===== config.mk =====
export PLATFORM = sky130hd
export DESIGN_NAME = operand_skew
export DESIGN_NICKNAME = d
export VERILOG_FILES = /design/src/design/matmul_pkg.sv /design/src/design/operand_skew.sv
export SDC_FILE = /design/constraint.sdc
export NUM_CORES = 1
export LEC_CHECK = 0
export BUFFER_PORTS_ARGS = -buffer_cell sky130_fd_sc_hd__buf_2
export CORE_ASPECT_RATIO = 1.2
export CORE_MARGIN = 3
export CORE_UTILIZATION = 43
export DETAILED_ROUTE_END_ITERATION = 10
export MAX_ROUTING_LAYER = met4
export PLACE_DENSITY_LB_ADDON = 0.05
export SLEW_MARGIN = 30
export SYNTH_ARGS = -nofsm -noshare
export SYNTH_HDL_FRONTEND = slang
export SYNTH_SLANG_ARGS = --single-unit

===== constraint.sdc =====
create_clock -name clk -period 0.8 [get_ports clk]
set_input_delay 0.04 -clock clk [delete_from_list [all_inputs] [get_ports clk]]
set_output_delay 0.04 -clock clk [all_outputs]
set_load 0.01 [all_outputs]

===== src/design/matmul_pkg.sv =====
package matmul_pkg;

  // element and array geometry
  localparam int elem_width = 16;
  localparam int lanes = 4;
  localparam int acc_width = 32;
  localparam int addr_width = 7;

  // skew plus ripple through the grid for the last fed column,
  // memory read latency not included
  localparam int settle_cycles = 2 * (lanes - 1);

  typedef logic [elem_width-1:0] elem_t;

  // lane 0 sits in the low bits
  typedef logic [lanes-1:0][elem_width-1:0] row_t;

  typedef logic [addr_width-1:0] addr_t;

  typedef logic [acc_width-1:0] acc_t;

  typedef enum logic [1:0] {
    st_idle,
    st_feed,
    st_settle,
    st_drain
  } ctrl_state_t;

endpackage


===== src/design/operand_skew.sv =====
`timescale 1ns/1ps

module operand_skew
  import matmul_pkg::*;
(
  input  logic clk,
  input  logic reset,
  input  logic clear,
  input  row_t row_in,
  output row_t lanes_out
);

  genvar i;

  generate
    for (i = 0; i < lanes; i++) begin : g_lane
      if (i == 0) begin : g_direct
        // lane 0 leads the wavefront
        assign lanes_out[0] = row_in[0];
      end else begin : g_delay
        elem_t taps [i];

        always_ff @(posedge clk) begin
          if (reset || clear) begin
            for (int k = 0; k < i; k++) begin
              taps[k] <= '0;
            end
          end else begin
            taps[0] <= row_in[i];
            for (int k = 1; k < i; k++) begin
              taps[k] <= taps[k-1];
            end
          end
        end

        // i stages deep
        assign lanes_out[i] = taps[i-1];
      end
    end
  endgenerate

endmodule


==> results of run 1 <==
cell type report:
cell class | instances | area, um^2 | share of cell area (%)
Clock buffer | 12 | 155 | 3.49
Clock inverter | 4 | 52.6 | 1.18
Multi-Input combinational cell | 96 | 931 | 21.0
Sequential cell | 96 | 1940 | 43.7
Tap cell | 90 | 113 | 2.54
Timing Repair Buffer | 158 | 1250 | 28.1
worst min path at each step:
| stage | to | cells past startpoint |
|---|---|---|
| finish | lanes_out[12] | 0 |
| global placement | lanes_out[1] | 0 |
| floorplan | lanes_out[0] | 1 |
| detailed placement | lanes_out[1] | 0 |
| global route | lanes_out[8] | 0 |
| CTS | lanes_out[1] | 0 |
cell families after synthesis:
family,Yosys count,share of synthesized area [%]
flops,96,56.8
buf+inv,70,15.9
simple gates,96,27.2
per-stage QoR:
step | setup TNS, ns | setup WS (ns) | hold slack, ns | instance area [um^2] | util (%)
final | -0.962 | -0.0363 | 0.0800 | 4440 | 59.6
after detailed placement | 0 | 0.0907 | 0.0801 | 3610 | 48.5
after global placement | 0 | 0.122 | 0.0801 | 3610 | 48.5
after CTS | -2.06 | -0.0602 | 0.0801 | 4370 | 58.7
after floorplan | 0 | 0.159 | 0.172 | 3380 | -
after global routing | -3.03 | -0.0796 | 0.0800 | 4440 | 59.6
metal layers:
metal | GRT usage [%] | vias to the layer above
met5 | - | -
met4 | 7.19 | 0
met3 | 3.92 | 9
met2 | 20.8 | 81
met1 | 15.9 | 950
li1 | - | 1016
power groups by stage:
stage                     combinational (mW)  clock (mW)  sequential [mW]
after floorplan                        0.472           0             5.05
after global placement                 0.614           0             5.04
after detailed placement               0.612           0             5.04
after CTS                              0.806        3.32             4.93
after global routing                   0.884        3.52             4.94
final                                  0.810        3.21             4.93
repair_timing:
action,CTS,global route
endpoints found under the setup margin,48,50
hold buffers,50,0
gates resized for setup,12,19
hold endpoints to repair,50,0
gates cloned,0,0
placed cells by master (no fill, tap or decap):
| cell type | netlist | routed |
|---|---|---|
| buf_4 | 48 | 5 |
| nor3b_2 | 40 | 42 |
| clkinvlp_4 | 0 | 3 |
| clkbuf_1 | 0 | 1 |
| clkbuf_8 | 0 | 11 |
| dlymetal6s4s_1 | 0 | 1 |
| dlygate4sd3_1 | 0 | 49 |
| buf_12 | 0 | 7 |
| buf_2 | 11 | 82 |
| dfxtp_2 | 0 | 14 |
| dfxtp_1 | 96 | 82 |
| bufinv_16 | 0 | 1 |
| buf_6 | 11 | 14 |
| nor3b_1 | 56 | 54 |
==> results.json, run 1 <==
{
  "timing.final.crit_share_pct": 105,
  "hold_start": "row_in[12]",
  "cts_sinks": 96,
  "r2r_setup_slack_ns": 0.24,
  "timing.rr.end": "g_lane[3].g_delay.taps[0][38]$_SDFF_PP0_",
  "layout-drive-gt1-share_pct": 48.9,
  "synth_nets": 329,
  "vdd_drop_max_uv": 1150,
  "worst_setup_path_start_kind": "register",
  "initial_utilization_pct": 45.4,
  "power_frac_clock_pct": 35.9,
  "yosysTopAreaCell": "dfxtp_1",
  "grt_overflow": 0,
  "die_h_um": 103,
  "reg.largest.list": "g_lane.g_delay.taps: 96 flops",
  "cp.required_ns": 0.76,
  "ff2ff_path_depth": 1,
  "postRouteAntennaNets": 0,
  "vias": 2056,
  "yosysWarningCount": 0,
  "power_mw": 8.94,
  "violations": "setup timing",
  "syn_area_um2": 3380,
  "die_area_um2": 8970,
  "syn-instance-count": 262,
  "max_flop_register": "g_lane.g_delay.taps",
  "drc": 0,
  "switching_share_pct": 21.6,
  "grt_use_total_pct": 13.5,
  "maxSlewViolCount": 0,
  "max_freq_mhz": 1200,
  "avgSynthCellArea_um2": 12.9,
  "finClkSkew_ns": 0.00631,
  "cts_setup_buffers": 0,
  "cts_tree": "built",
  "grt_max_degree": 28,
  "core_region_area_um2": 7440,
  "avgViaCountPerCell": 4.51,
  "path_clk_slew_ns": 0.09,
  "largest_reg_flops": 96,
  "cp-end-kind": "primary output",
  "crit_arrival_ns": 0.80,
  "rsz0062_at_grt": "true",
  "n_antenna_cell": 0,
  "stdcell_count": 456,
  "crit_path_end": "lanes_out[62]",
  "synth_top_area_share_pct": 56.8,
  "max_cap_violations": 0,
  "num_rows": 34,
  "highest_layer": "met4",
  "synth.ff_latch_count": 96,
  "p_int_mw": 7.01,
  "clockBufferDepth": 2,
  "gp_congestion": 0.634,
  "slew_headroom_pct": 87.3,
  "ys_types": 6,
  "synthToLayoutAreaGrowth_pct": 31.3,
  "crit_buf_inv": 1,
  "drt_iter0_drc": 64,
  "grt_pass1_vias": 1990,
  "post-route-min-period_ns": 0.836,
  "dp_hpwl_um": 3450,
  "ys_seq_area_share_pct": 56.8,
  "critPathLaunch": "g_lane[3].g_delay.taps[0][46]$_SDFF_PP0_",
  "wl_met3_um": 389,
  "power.density_nw_per_um2": 2010,
  "power.net_switching_mw": 1.93,
  "grt_pass1_wl_um": 9140,
  "pwr-share-comb_pct": 9.1,
  "pwr-share-seq_pct": 55.1,
  "num_io_pins": 131,
  "status": "complete, but fails checks",
  "synth_edf_count": 0,
  "fill_cells": 610,
  "numCtsBuffers": 9,
  "cp_slowest_cell": "dfxtp_1",
  "io_buffer_count": 98,
  "dp.cells": 390,
  "routedWlPerCell_um": 12.6,
  "finish.net_count": 428,
  "first_pass_iters": 4,
  "holdCritPathClass": "in2out",
  "critPathTopFamily": "flip-flops",
  "crit_type": "reg2out",
  "hold_viol": 0,
  "cts.htree.levels": 3,
  "fin_ws_ns": -0.0363,
  "regToRegStartpoint": "g_lane[3].g_delay.taps[0][22]$_SDFF_PP0_",
  "synth_area_leaders": "dfxtp_1, nor3b_2, nor3b_1",
  "wl_met2_um": 2780,
  "wl_um": 5730,
  "cts_root_buf": "clkbuf_8",
  "wl_met1_um": 2470,
  "path_cells": "buf_2",
  "yosysMostFrequentCell": "dfxtp_1",
  "die_w_um": 87.0,
  "cp_num_cells": 1,
  "synthTopCellsByCount": "dfxtp_1, nor3b_1, buf_4",
  "async_flop_share_pct": 0,
  "clk_latency_ns": 0.35,
  "crit_path_max_incr_delay_ns": 0.32,
  "p_leak_nw": 1.83,
  "ys.flop_type": "dfxtp_1",
  "cp_max_fo": 1,
  "antenna_found_initial": 0,
  "setup_viol": 48,
  "tightestPinTransition_ns": 0.191
}
Note: power is estimated with default switching activity, not from simulation.
==> run 2, diff against run 1 <==
--- a/config.mk
+++ b/config.mk
@@ -10,3 +10,3 @@
 export CORE_MARGIN = 3
-export CORE_UTILIZATION = 43
+export CORE_UTILIZATION = 52
 export DETAILED_ROUTE_END_ITERATION = 10
@@ -18 +18,2 @@
 export SYNTH_SLANG_ARGS = --single-unit
+export TNS_END_PERCENT = 50
==> constraint.sdc (replaced) <==
create_clock -name clk -period 1.03 [get_ports clk]
set_input_delay 0.1545 -clock clk [delete_from_list [all_inputs] [get_ports clk]]
set_output_delay 0.1545 -clock clk [all_outputs]
set_load 0.01 [all_outputs]
==> results.json, run 2 (synthesized netlist as in run 1, its figures left out) <==
{
  "status": "complete, no violations",
  "postRouteAntennaNets": 0,
  "timing.final.crit_share_pct": 94.6,
  "drc": 0,
  "tightestPinTransition_ns": 0.242,
  "max_freq_mhz": 1030,
  "cts_setup_buffers": 0,
  "dp_hpwl_um": 3130,
  "antenna_found_initial": 0,
  "register_area_um2": 1920,
  "n_antenna_cell": 0,
  "reg.largest.list": "g_lane.g_delay.taps: 96 flops",
  "num_rows": 31,
  "wl_um": 4950,
  "cts_resized": 0,
  "critPathTopFamily": "flip-flops",
  "crit_type": "reg2out",
  "cp_max_fo": 1,
  "hold_start": "row_in[26]",
  "num_io_pins": 131,
  "crit_path_max_incr_delay_ns": 0.34,
  "cts.htree.levels": 3,
  "gp_congestion": 0.641,
  "fill_cells": 520,
  "pwr-share-comb_pct": 6.3,
  "io_buffer_count": 98,
  "grt_use_total_pct": 14.1,
  "clk_latency_ns": 0.35,
  "maxSlewViolCount": 0,
  "avgViaCountPerCell": 4.56,
  "p_leak_nw": 1.58,
  "cts_root_buf": "clkbuf_8",
  "fin_area_um2": 3780,
  "numCtsBuffers": 9,
  "cts_tree": "built",
  "power.density_nw_per_um2": 1840,
  "holdCritPathClass": "in2reg",
  "die_h_um": 94.3,
  "core_region_area_um2": 6170,
  "crit_arrival_ns": 0.82,
  "cts_sinks": 96,
  "power.net_switching_mw": 1.43,
  "grt_pass1_wl_um": 7890,
  "finClkSkew_ns": 0.00497,
  "hold_viol": 0,
  "die_area_um2": 7510,
  "slew_headroom_pct": 83.9,
  "cp.required_ns": 0.88,
  "switching_share_pct": 20.6,
  "place_area_um2": 3550,
  "finish.net_count": 374,
  "synthToLayoutAreaGrowth_pct": 11.8,
  "path_cells": "buf_2",
  "rsz0062_at_grt": "false",
  "vias": 1798,
  "cp_slowest_cell": "dfxtp_1",
  "stdcell_count": 394,
  "first_pass_iters": 4,
  "layout-drive-gt1-share_pct": 51.0,
  "worst_setup_path_start_kind": "register",
  "grt_max_degree": 46,
  "crit_buf_inv": 1,
  "setup_viol": 0,
  "pwr-share-seq_pct": 54.9,
  "cp-end-kind": "primary output",
  "largest_reg_flops": 96,
  "drt_iter0_drc": 64,
  "max_cap_violations": 0,
  "grt_overflow": 0,
  "postCtsHoldBufs": 0,
  "critPathLaunch": "g_lane[3].g_delay.taps[0][40]$_SDFF_PP0_",
  "routedWlPerCell_um": 12.6,
  "path_clk_slew_ns": 0.09,
  "grt_pass1_vias": 1725,
  "p_int_mw": 5.54,
  "fin_setup_tns_ns": 0,
  "dp.cells": 378,
  "vdd_drop_max_uv": 965,
  "clockBufferDepth": 2,
  "multi_input_area_um2": 921,
  "regToRegStartpoint": "g_lane[3].g_delay.taps[0][22]$_SDFF_PP0_",
  "initial_utilization_pct": 54.8,
  "die_w_um": 79.6,
  "power_frac_clock_pct": 38.8,
  "max_flop_register": "g_lane.g_delay.taps",
  "most-common-layout-cells": "dfxtp_1, buf_2, nor3b_1",
  "post-route-min-period_ns": 0.975
}
run 2: area by class of cell:
cell class	count	area share (%)
clock buffers	12	4.10
clock inverters	4	2.02
flip-flops and latches	96	50.8
repair buffers	104	16.0
well taps	82	2.71
multi-input cells	96	24.4
run 2: power groups by stage:
stage	clock (mW)	sequential [mW]	combinational, mW
2_1_floorplan	0	3.92	0.367
3_3_place_gp	0	3.91	0.443
3_5_place_dp	0	3.91	0.445
4_1_cts	2.80	3.83	0.448
5_1_grt	2.94	3.84	0.484
6_report	2.71	3.82	0.438
run 2: path summary, 6_finish.rpt:
| kind | slack, ns | endpoint | depth (start not counted) |
|---|---|---|---|
| min reg2reg | 0.46 | g_lane[3].g_delay.taps[0][43]$_SDFF_PP0_ | 1 |
| min | 0.03 | g_lane[1].g_delay.taps[0][10]$_SDFF_PP0_ | 2 |
| max | 0.06 | lanes_out[56] | 1 |
| max reg2reg | 0.44 | g_lane[3].g_delay.taps[0][38]$_SDFF_PP0_ | 1 |
run 2: per-stage QoR:
| step | setup WS (ns) | total power, mW | hold slack [ns] | utilization, % |
|---|---|---|---|---|
| 6_report | 0.0552 | 6.97 | 0.0301 | 61.3 |
| 5_1_grt | 0.0152 | 7.26 | 0.0210 | 61.3 |
| 3_3_place_gp | 0.193 | 4.35 | 0.309 | 57.5 |
| 3_5_place_dp | 0.151 | 4.36 | 0.309 | 57.5 |
| 4_1_cts | 0.0340 | 7.08 | 0.0138 | 61.3 |
| 2_1_floorplan | 0.274 | 4.29 | 0.312 | - |
run 2: per-layer routing:
layer  up-vias  share of wire, %  global-route usage [%]
met4         0               1.9                    7.59
met3        10               7.9                    5.25
met5         -                 0                       -
met2        70                46                    20.5
met1       810                44                    16.9
li1        908                 -                       -
