--- src/design/matmul_pkg.sv ---
package matmul_pkg;

  // element and array geometry
  localparam int elem_width = 16;
  localparam int lanes = 4;
  localparam int acc_width = 32;
  localparam int addr_width = 7;

  // skew plus ripple through the grid for the last fed column,
  // memory read latency not included
  localparam int settle_cycles = 2 * (lanes - 1);

  typedef logic [elem_width-1:0] elem_t;

  // lane 0 sits in the low bits
  typedef logic [lanes-1:0][elem_width-1:0] row_t;

  typedef logic [addr_width-1:0] addr_t;

  typedef logic [acc_width-1:0] acc_t;

  typedef enum logic [1:0] {
    st_idle,
    st_feed,
    st_settle,
    st_drain
  } ctrl_state_t;

endpackage

--- src/design/matmul_controller.sv ---
`timescale 1ns/1ps

module matmul_controller
  import matmul_pkg::*;
(
  input  logic       clk,
  input  logic       reset,
  input  logic       start,
  output logic       busy,
  output logic       done,
  output logic       clear,
  output addr_t      feed_addr,
  output logic [1:0] row_sel,
  output logic       c_we,
  output addr_t      c_addr
);

  ctrl_state_t state;
  addr_t       step;

  always_ff @(posedge clk) begin
    if (reset) begin
      state <= st_idle;
      step  <= '0;
      busy  <= 1'b0;
      done  <= 1'b0;
      clear <= 1'b0;
    end else begin
      done  <= 1'b0;
      clear <= 1'b0;
      case (state)
        st_idle: begin
          if (start) begin
            state <= st_feed;
            step  <= '0;
            busy  <= 1'b1;
            // wipes the grid and skew lines during the first feed cycle
            clear <= 1'b1;
          end
        end
        st_feed: begin
          if (step == addr_t'(lanes - 1)) begin
            state <= st_settle;
            step  <= '0;
          end else begin
            step <= step + 1'b1;
          end
        end
        st_settle: begin
          // one extra cycle for the memory read
          if (step == addr_t'(settle_cycles)) begin
            state <= st_drain;
            step  <= '0;
          end else begin
            step <= step + 1'b1;
          end
        end
        st_drain: begin
          if (step == addr_t'(lanes - 1)) begin
            state <= st_idle;
            step  <= '0;
            busy  <= 1'b0;
            done  <= 1'b1;
          end else begin
            step <= step + 1'b1;
          end
        end
        default: begin
          state <= st_idle;
          step  <= '0;
          busy  <= 1'b0;
        end
      endcase
    end
  end

  // out of range when not feeding, so the top masks the operands
  assign feed_addr = (state == st_feed) ? step : addr_t'(lanes);

  // row i of the grid lands at C address i
  assign row_sel = step[1:0];
  assign c_we    = (state == st_drain);
  assign c_addr  = step;

endmodule

--- config.mk ---
export PLATFORM = sky130hd
export DESIGN_NAME = matmul_controller
export DESIGN_NICKNAME = d
export VERILOG_FILES = /design/src/design/matmul_pkg.sv /design/src/design/matmul_controller.sv
export SDC_FILE = /design/constraint.sdc
export NUM_CORES = 1
export LEC_CHECK = 0
export ABC_AREA = 1
export BUFFER_PORTS_ARGS = -buffer_cell sky130_fd_sc_hd__buf_2
export CORE_MARGIN = 4
export CORE_UTILIZATION = 35
export CTS_CLUSTER_DIAMETER = 120
export DETAILED_ROUTE_END_ITERATION = 8
export PLACE_DENSITY = 0.6
export SYNTH_ARGS = -nofsm -noshare
export SYNTH_HDL_FRONTEND = slang
export SYNTH_SLANG_ARGS = --single-unit
--- constraint.sdc ---
create_clock -name clk -period 2.85 [get_ports clk]
set_input_delay 0.57 -clock clk [delete_from_list [all_inputs] [get_ports clk]]
set_output_delay 0.57 -clock clk [all_outputs]
set_load 0.005 [all_outputs]
==> results.ini, run 1 <==
[sta]
layout_worst_path_cycle_share=0.672
grt_setup_unrepaired=false
timing.clock.skew_ns=0.00853
worst_pin_slew_ns=0.375
fmax_ghz=0.522
timing.setup.tns_ns=0
max_slew_margin=0.750
post-route-worst-setup-slack_ns=0.936
holdWs_ns=0.506
post-route-min-period_ns=1.91
number_of_pins_exceeding_their_max_slew_limit_in_the_final_report=0
setup_viol_count_final=0
finalHoldViolCount=0

[placement]
io_buffers=22
place.detailed.hpwl_mm=1.44
placement.cell_area_um2=947
pre_cts_slack_ns=1.20
gp_congestion=0.814

[detailed_routing]
drt_iter0_drc=26
drt_drc_violations_left=0
drt-pass1-iter-count=4
route.vias.total=798
vias_per_cell=4.51
wl_per_cell_um=10.9
postRouteAntennaNets=0
wirelength_mm=1.93

[synthesis]
synthesis.yosys.warnings=0
synth_cell_type_count=22
proportion_of_synthesized_chip_area_in_sequential_cells=0.290
synth_cells=128
synthesis.nets=138
ys_seq_elements=12
mappedNetlistArea_um2=828
avgSynthCellArea_um2=6.47

[floorplanning]
ios=23
coreArea_mm2=0.00223
die_width_um=56.6
initial_core_utilization=0.371
num_rows=17
die-area_mm2=0.00321
die_y_um=56.6

[global_route]
grt_first_pass_wirelength_mm=3.19
first_global_vias=738
grt_start_max_net_pins=10
grt_usage=0.127
antenna_found_initial=0
gr-total-overflow=0

[cts]
cts_tree=built
cts_root_buffer=clkbuf_4
post_cts_buffers=0
cts_resized=0
total_of_hold_buffers_inserted_after_clock_tree_synthesis=0
clkLatencyLatePin_ns=0.27
clock_sink_count=12
clk_pin_slew_worst_paths_ns=0.06
h-tree-depth=1
cts-root-to-sink-buffers=2
inserted_clock_buffers=3

[critical_path]
worst-setup-path-type=reg2out
crit_arrival_ns=1.34
critPathCaptureType=output port
timing.critical_path.required_ns=2.28
path_max_fanout=9
critPathLaunchType=flop

[run_status]
outcome=finished, final reports clean

[flow_run]
drv_cap=0

[layout]
layout.nets=161
final_core_utilization=0.434
drive_gt1_frac=0.242
diodes=0
final_cell_area_excluding_filler_cells_um2=970
synthesis_to_layout_area_growth_pct=17.1

[power]
p_per_area_mw_per_mm2=661
irDropWorstVdd_mv=0.497
p_leak_nw=0.517

[hold_path]
hold_path_class=reg2reg

worst max-delay path: stages, from the launching register on:
cell,delay (ns)
dfxtp_1,0.34
inv_1,0.10
ha_1,0.39
nand2_1,0.10
inv_1,0.05
buf_2,0.10
per-stage QoR:
step                      instances  power, mW
after CTS                       177      0.651
after global routing            177      0.704
final                           177      0.641
after detailed placement        174      0.543
after global placement          174      0.537
after floorplan                 128      0.461
path summary, 6_finish.rpt:
kind	start	endpoint	slack, ns	depth (start not counted)
worst min register to register	busy$_SDFFE_PP0P_	busy$_SDFFE_PP0P_	0.51	2
worst min-delay path	busy$_SDFFE_PP0P_	busy$_SDFFE_PP0P_	0.51	2
worst max register to register	state[0]$_SDFFE_PP0P_	state[0]$_SDFFE_PP0P_	1.18	9
worst max-delay path	state[1]$_SDFFE_PP0P_	feed_addr[3]	0.94	5
final cells by class:
cell class	instances	area (um^2)
clock buffers	3	22.5
fillers	245	1260
inverters	21	78.8
multi-input cells	91	483
flip-flops and latches	12	240
well taps	28	35.0
repair buffers	22	110
Yosys cell counts:
master     n  area (um^2)
a21oi_1    8         40.0
a31oi_1    1         6.26
buf_4      3         22.5
clkbuf_1   1         3.75
dfxtp_1   12          240
ha_1       7         87.6
inv_1     19         71.3
inv_2      2         7.51
nand2_1   30          113
nand2_2    3         18.8
nand2_4    2         22.5
nand3_1    6         30.0
nand3_2    1         10.0
nor2_1    22         82.6
nor2_2     2         12.5
nor2_4     1         11.3
nor3_1     1         5.00
nor3b_1    1         7.51
o21ai_0    2         10.0
o21ai_1    2         10.0
o21bai_1   1         7.51
xor2_1     1         8.76
state kept, by name, indices dropped and copies added, names as in the netlist:
signal / cells
done: 1
clear: 1
c_addr: 7
busy: 1
state: 2
metal layers:
metal / GRT usage / vias to the layer above / share of wire
li1: - / 429 / -
met1: 0.150 / 346 / 0.47
met2: 0.211 / 23 / 0.46
met3: 0.0552 / 0 / 0.070
met4: 0.0305 / 0 / 0
met5: 0 / - / 0
where the power goes:
part | switching [mW] | leakage (nW) | internal, mW
clock | 0.0540 | 0.0138 | 0.0489
sequential | 0.0264 | 0.0977 | 0.195
combinational | 0.203 | 0.405 | 0.113
placed cells by master (no fill, tap or decap), drive strengths merged:
cell type,instances
ha,7
nor3,1
a31oi,1
buf,22
nor2,25
a21oi,8
nand3,7
xor2,1
clkbuf,3
nor3b,1
o21bai,1
inv,21
nand2,35
dfxtp,12
o21ai,4
kinds of logic (layout without fill, tap and decap cells):
family | after synthesis | count (layout) | synth area share
simple gates | 69 | 69 | 0.378
buf+inv | 25 | 46 | 0.127
compound gates | 14 | 14 | 0.0891
flops | 12 | 12 | 0.290
fa+ha+maj | 7 | 7 | 0.106
xor+xnor | 1 | 1 | 0.0106
Note: power is estimated with default switching activity, not from simulation.
==> run 2, diff against run 1 <==
==> constraint.sdc (replaced) <==
create_clock -name clk -period 1.92 [get_ports clk]
set_input_delay 0.384 -clock clk [delete_from_list [all_inputs] [get_ports clk]]
set_output_delay 0.384 -clock clk [all_outputs]
set_load 0.005 [all_outputs]
==> results.ini, run 2 (synthesis results as in run 1) <==
[run_status]
outcome=finished, final reports clean

[global_route]
grt_first_pass_wirelength_mm=3.16
global_route_hottest_layer=met2
first_global_vias=738
global_route.usage.met2=0.206
gr-total-overflow=0
antenna_found_initial=0
grt_usage=0.125
global_route.usage.met3=0.0460
grt_start_max_net_pins=10
grt.met1_usage=0.149

[hold_path]
hold_path_class=in2reg

[cts]
inserted_clock_buffers=3
cts_root_buffer=clkbuf_4
cts-root-to-sink-buffers=2
clkLatencyLatePin_ns=0.28
total_of_hold_buffers_inserted_after_clock_tree_synthesis=0
clk_pin_slew_worst_paths_ns=0.07
clock_sink_count=12
h-tree-depth=1
post_cts_buffers=0
cts_tree=built

[power]
irDropWorstVdd_mv=0.537
p_leak_nw=0.522
p_per_area_mw_per_mm2=1010
p_switching_mw=0.418
combinational_share_of_power=0.462
power_frac_clock=0.206
internal_cell_power_mw=0.575
switching_share=0.421
power_frac_seq=0.332

[sta]
number_of_pins_exceeding_their_max_slew_limit_in_the_final_report=0
fmax_ghz=0.604
setup_viol_count_final=0
finalHoldViolCount=0
timing.setup.tns_ns=0
max_slew_margin=0.817
post-route-min-period_ns=1.66
timing.clock.skew_ns=0.00664
layout_worst_path_cycle_share=0.862
post-route-worst-setup-slack_ns=0.265
worst_pin_slew_ns=0.275
grt_setup_unrepaired=false

[detailed_routing]
wl_per_cell_um=10.7
wirelength_mm=1.91
route.vias.total=814
drt-pass1-iter-count=5
drt_iter0_drc=13
drt_drc_violations_left=0
postRouteAntennaNets=0
vias_per_cell=4.57

[critical_path]
path_max_fanout=9
max_stage_delay_ns=0.34
worst-setup-path-type=reg2out
timing.critical_path.mode_cell=inv_1
crit_arrival_ns=1.27
family_with_the_most_delay_on_the_worst_path=flip-flops
timing.critical_path.required_ns=1.54
timing.critical_path.cells=inv_1 -> ha_2 -> nand2_1 -> inv_1 -> buf_2
critPathCaptureType=output port
critPathBufInv=3
critPathLaunchType=flop
crit_slowest_cell=dfxtp_1

[flow_run]
drv_cap=0

[placement]
place.detailed.hpwl_mm=1.45
io_buffers=22
pre_cts_slack_ns=0.348
gp_congestion=0.828

[layout]
final_common_cell=nand2_1
drive_gt1_frac=0.253
synthesis_to_layout_area_growth_pct=19.0
fillerInstances=242
diodes=0
largest_reg_flops=7
commonest_cells_after_routing_fill_and_taps_aside=nand2_1 (30), nor2_1 (22), buf_2 (22), inv_1 (19), dfxtp_1 (12)
layout.nets=161

[floorplanning]
ios=23
die_width_um=56.6
die_y_um=56.6
num_rows=17
die-area_mm2=0.00321
coreArea_mm2=0.00223
initial_core_utilization=0.371

-- run 2: cell type report --
cell class                 instances  area, um^2  share of cell area
clock buffer                       4        36.3              0.0368
inverter                          21        78.8              0.0799
multi-input combinational         91         485               0.492
sequential                        12         240               0.244
tap                               28        35.0              0.0355
timing repair buffer              22         110               0.112
-- run 2: through the flow --
stage | power [mW] | std cells | hold WS (ns) | utilization | instance area (um^2)
2_1_floorplan | 0.684 | 128 | 0.461 | - | 828
3_3_place_gp | 0.790 | 174 | 0.480 | 0.424 | 947
3_5_place_dp | 0.793 | 174 | 0.479 | 0.424 | 947
4_1_cts | 1.00 | 178 | 0.362 | 0.440 | 983
5_1_grt | 1.09 | 178 | 0.382 | 0.441 | 986
6_report | 0.992 | 178 | 0.371 | 0.441 | 986
-- run 2: worst paths after layout --
kind / start / to / slack, ns / cells past startpoint
worst max register to register: state[1]$_SDFFE_PP0P_ / state[0]$_SDFFE_PP0P_ / 0.32 / 9
worst max-delay path: state[1]$_SDFFE_PP0P_ / feed_addr[1] / 0.26 / 5
worst min-delay path: start / clear$_SDFF_PP0_ / 0.37 / 3
worst min register to register: c_addr[4]$_SDFFE_PP0N_ / c_addr[4]$_SDFFE_PP0N_ / 0.52 / 2
-- run 2: timing repair --
item                                    4_1_cts  5_1_grt
gates resized for setup                       0        1
hold endpoints to repair                      0        0
endpoints found under the setup margin        0        1
-- run 2: worst reg2reg max path, stage by stage, from the launching register on --
cell	delay, ns
dfxtp_1	0.34
inv_1	0.11
ha_1	0.32
inv_1	0.17
nor2_4	0.22
inv_1	0.08
nand2_2	0.08
nor2_2	0.05
nor2_1	0.08
nor2_1	0.05
-- run 2: power groups by stage --
| stage | sequential [mW] | clock (mW) | combinational (mW) |
|---|---|---|---|
| floorplan | 0.331 | 0 | 0.353 |
| global placement | 0.332 | 0 | 0.458 |
| detailed placement | 0.335 | 0 | 0.458 |
| CTS | 0.329 | 0.214 | 0.460 |
| global route | 0.336 | 0.227 | 0.526 |
| finish | 0.329 | 0.204 | 0.459 |
-- run 2: per-layer routing --
metal  part of all wire  wire length [um]
met5                  0                 0
met4             0.0063                12
met3              0.071               136
met2               0.46               876
met1               0.46               879
==> run 3, diff against run 2 <==
--- a/config.mk
+++ b/config.mk
@@ -7,7 +7,6 @@
 export LEC_CHECK = 0
 export ABC_AREA = 1
 export BUFFER_PORTS_ARGS = -buffer_cell sky130_fd_sc_hd__buf_2
-export CORE_MARGIN = 4
 export CORE_UTILIZATION = 35
 export CTS_CLUSTER_DIAMETER = 120
 export DETAILED_ROUTE_END_ITERATION = 8
==> results.ini, run 3 (synthesis results as in run 1) <==
[sta]
finalHoldViolCount=0
timing.setup.tns_ns=0
timing.clock.skew_ns=0.00764
worst_pin_slew_ns=0.379
post-route-min-period_ns=1.73
max_slew_margin=0.748
number_of_pins_exceeding_their_max_slew_limit_in_the_final_report=0
layout_worst_path_cycle_share=0.900
grt_setup_unrepaired=false
setup_viol_count_final=0
fmax_ghz=0.579

[floorplanning]
die_width_um=50.6
ios=23
initial_core_utilization=0.374
die_y_um=50.6
die-area_mm2=0.00256
coreArea_mm2=0.00221
num_rows=17

[critical_path]
path_max_fanout=9
critPathBufInv=3
crit_slowest_cell=ha_1
worst-setup-path-type=reg2out
critPathCaptureType=output port
family_with_the_most_delay_on_the_worst_path=adder cells
regToRegSetupSlack_ns=0.35
crit_arrival_ns=1.34
max_stage_delay_ns=0.39
timing.critical_path.required_ns=1.54
timing.critical_path.mode_cell=inv_1
timing.critical_path.cells=inv_1 -> ha_1 -> nand2_1 -> inv_1 -> buf_2
critPathLaunchType=flop

[layout]
commonest_cells_after_routing_fill_and_taps_aside=nand2_1 (30), nor2_1 (22), buf_2 (22), inv_1 (19), dfxtp_1 (12)
layout.nets=161
synthesis_to_layout_area_growth_pct=17.1
final_cell_area_excluding_filler_cells_um2=970
largest_reg_flops=7
drive_gt1_frac=0.242
final_common_cell=nand2_1
diodes=0

[detailed_routing]
highest_metal_used=met4
vias_per_cell=4.55
wirelength_mm=1.78
drt_drc_violations_left=0
drt_iter0_drc=10
postRouteAntennaNets=0
routedLengthMet1_um=831
drt-pass1-iter-count=4
wl_per_cell_um=10.1
route.vias.total=805
met2RoutedLength_um=846
detailroute.wirelength.met3_um=91

[cts]
clkLatencyLatePin_ns=0.27
post_cts_buffers=0
cts_tree=built
cts_root_buffer=clkbuf_4
h-tree-depth=1
clock_sink_count=12
clk_pin_slew_worst_paths_ns=0.06
total_of_hold_buffers_inserted_after_clock_tree_synthesis=0
cts-root-to-sink-buffers=2
inserted_clock_buffers=3
cts_resized=0

[placement]
gp_congestion=0.805
io_buffers=22
place.detailed.hpwl_mm=1.40
placement.cell_area_um2=947

[global_route]
first_global_vias=772
grt_usage=0.164
gr-total-overflow=0
grt_start_max_net_pins=10
antenna_found_initial=0
grt_first_pass_wirelength_mm=3.19

[run_status]
outcome=finished, final reports clean

[hold_path]
hold_path_class=in2reg

[power]
p_per_area_mw_per_mm2=961
p_leak_nw=0.517
power.total_mw=0.931
irDropWorstVdd_mv=0.505

[flow_run]
drv_cap=0

-- run 3: cell types whose count changed in the layout (fill, tap and decap cells not counted) --
cell and change:
clkbuf_8 -1, ha_1 +1, ha_2 -1
-- run 3: report_power, final --
part / leakage, nW / internal (mW) / switching (mW)
Sequential: 0.0977 / 0.290 / 0.0368
Clock: 0.0138 / 0.0726 / 0.0770
Combinational: 0.405 / 0.167 / 0.288
Total: 0.517 / 0.530 / 0.402
-- run 3: final cells by class --
cell class	instances	area, um^2
tap	28	35.0
timing repair buffer	22	110
fill	248	1240
sequential	12	240
multi-input combinational	91	483
inverter	21	78.8
clock buffer	3	22.5
-- run 3: worst register-to-register path, stage by stage, from the launching register on --
cell     delay (ns)
dfxtp_1        0.34
inv_1          0.11
ha_1           0.31
inv_1          0.16
nor2_4         0.22
inv_1          0.08
nand2_2        0.08
nor2_2         0.05
nor2_1         0.08
nor2_1         0.05
-- run 3: final timing paths --
check                                        endpoint                   from  depth (start not counted)
worst max-delay path                     feed_addr[5]  state[1]$_SDFFE_PP0P_                          5
worst min-delay path                 clear$_SDFF_PP0_                  start                          3
worst max register to register  state[0]$_SDFFE_PP0P_  state[0]$_SDFFE_PP0P_                          9
worst min register to register      busy$_SDFFE_PP0P_      busy$_SDFFE_PP0P_                          2
-- run 3: layer usage --
layer	up-vias	track usage
li1	434	-
met2	21	0.271
met1	348	0.194
met3	2	0.0515
met5	-	0
met4	0	0.0648
-- run 3: stage by stage --
step	hold slack, ns	utilization	cells	setup slack [ns]
2_1_floorplan	0.461	-	128	0.586
3_3_place_gp	0.480	0.428	174	0.409
3_5_place_dp	0.471	0.428	174	0.352
4_1_cts	0.387	0.438	177	0.143
5_1_grt	0.398	0.438	177	0.0238
6_report	0.392	0.438	177	0.192
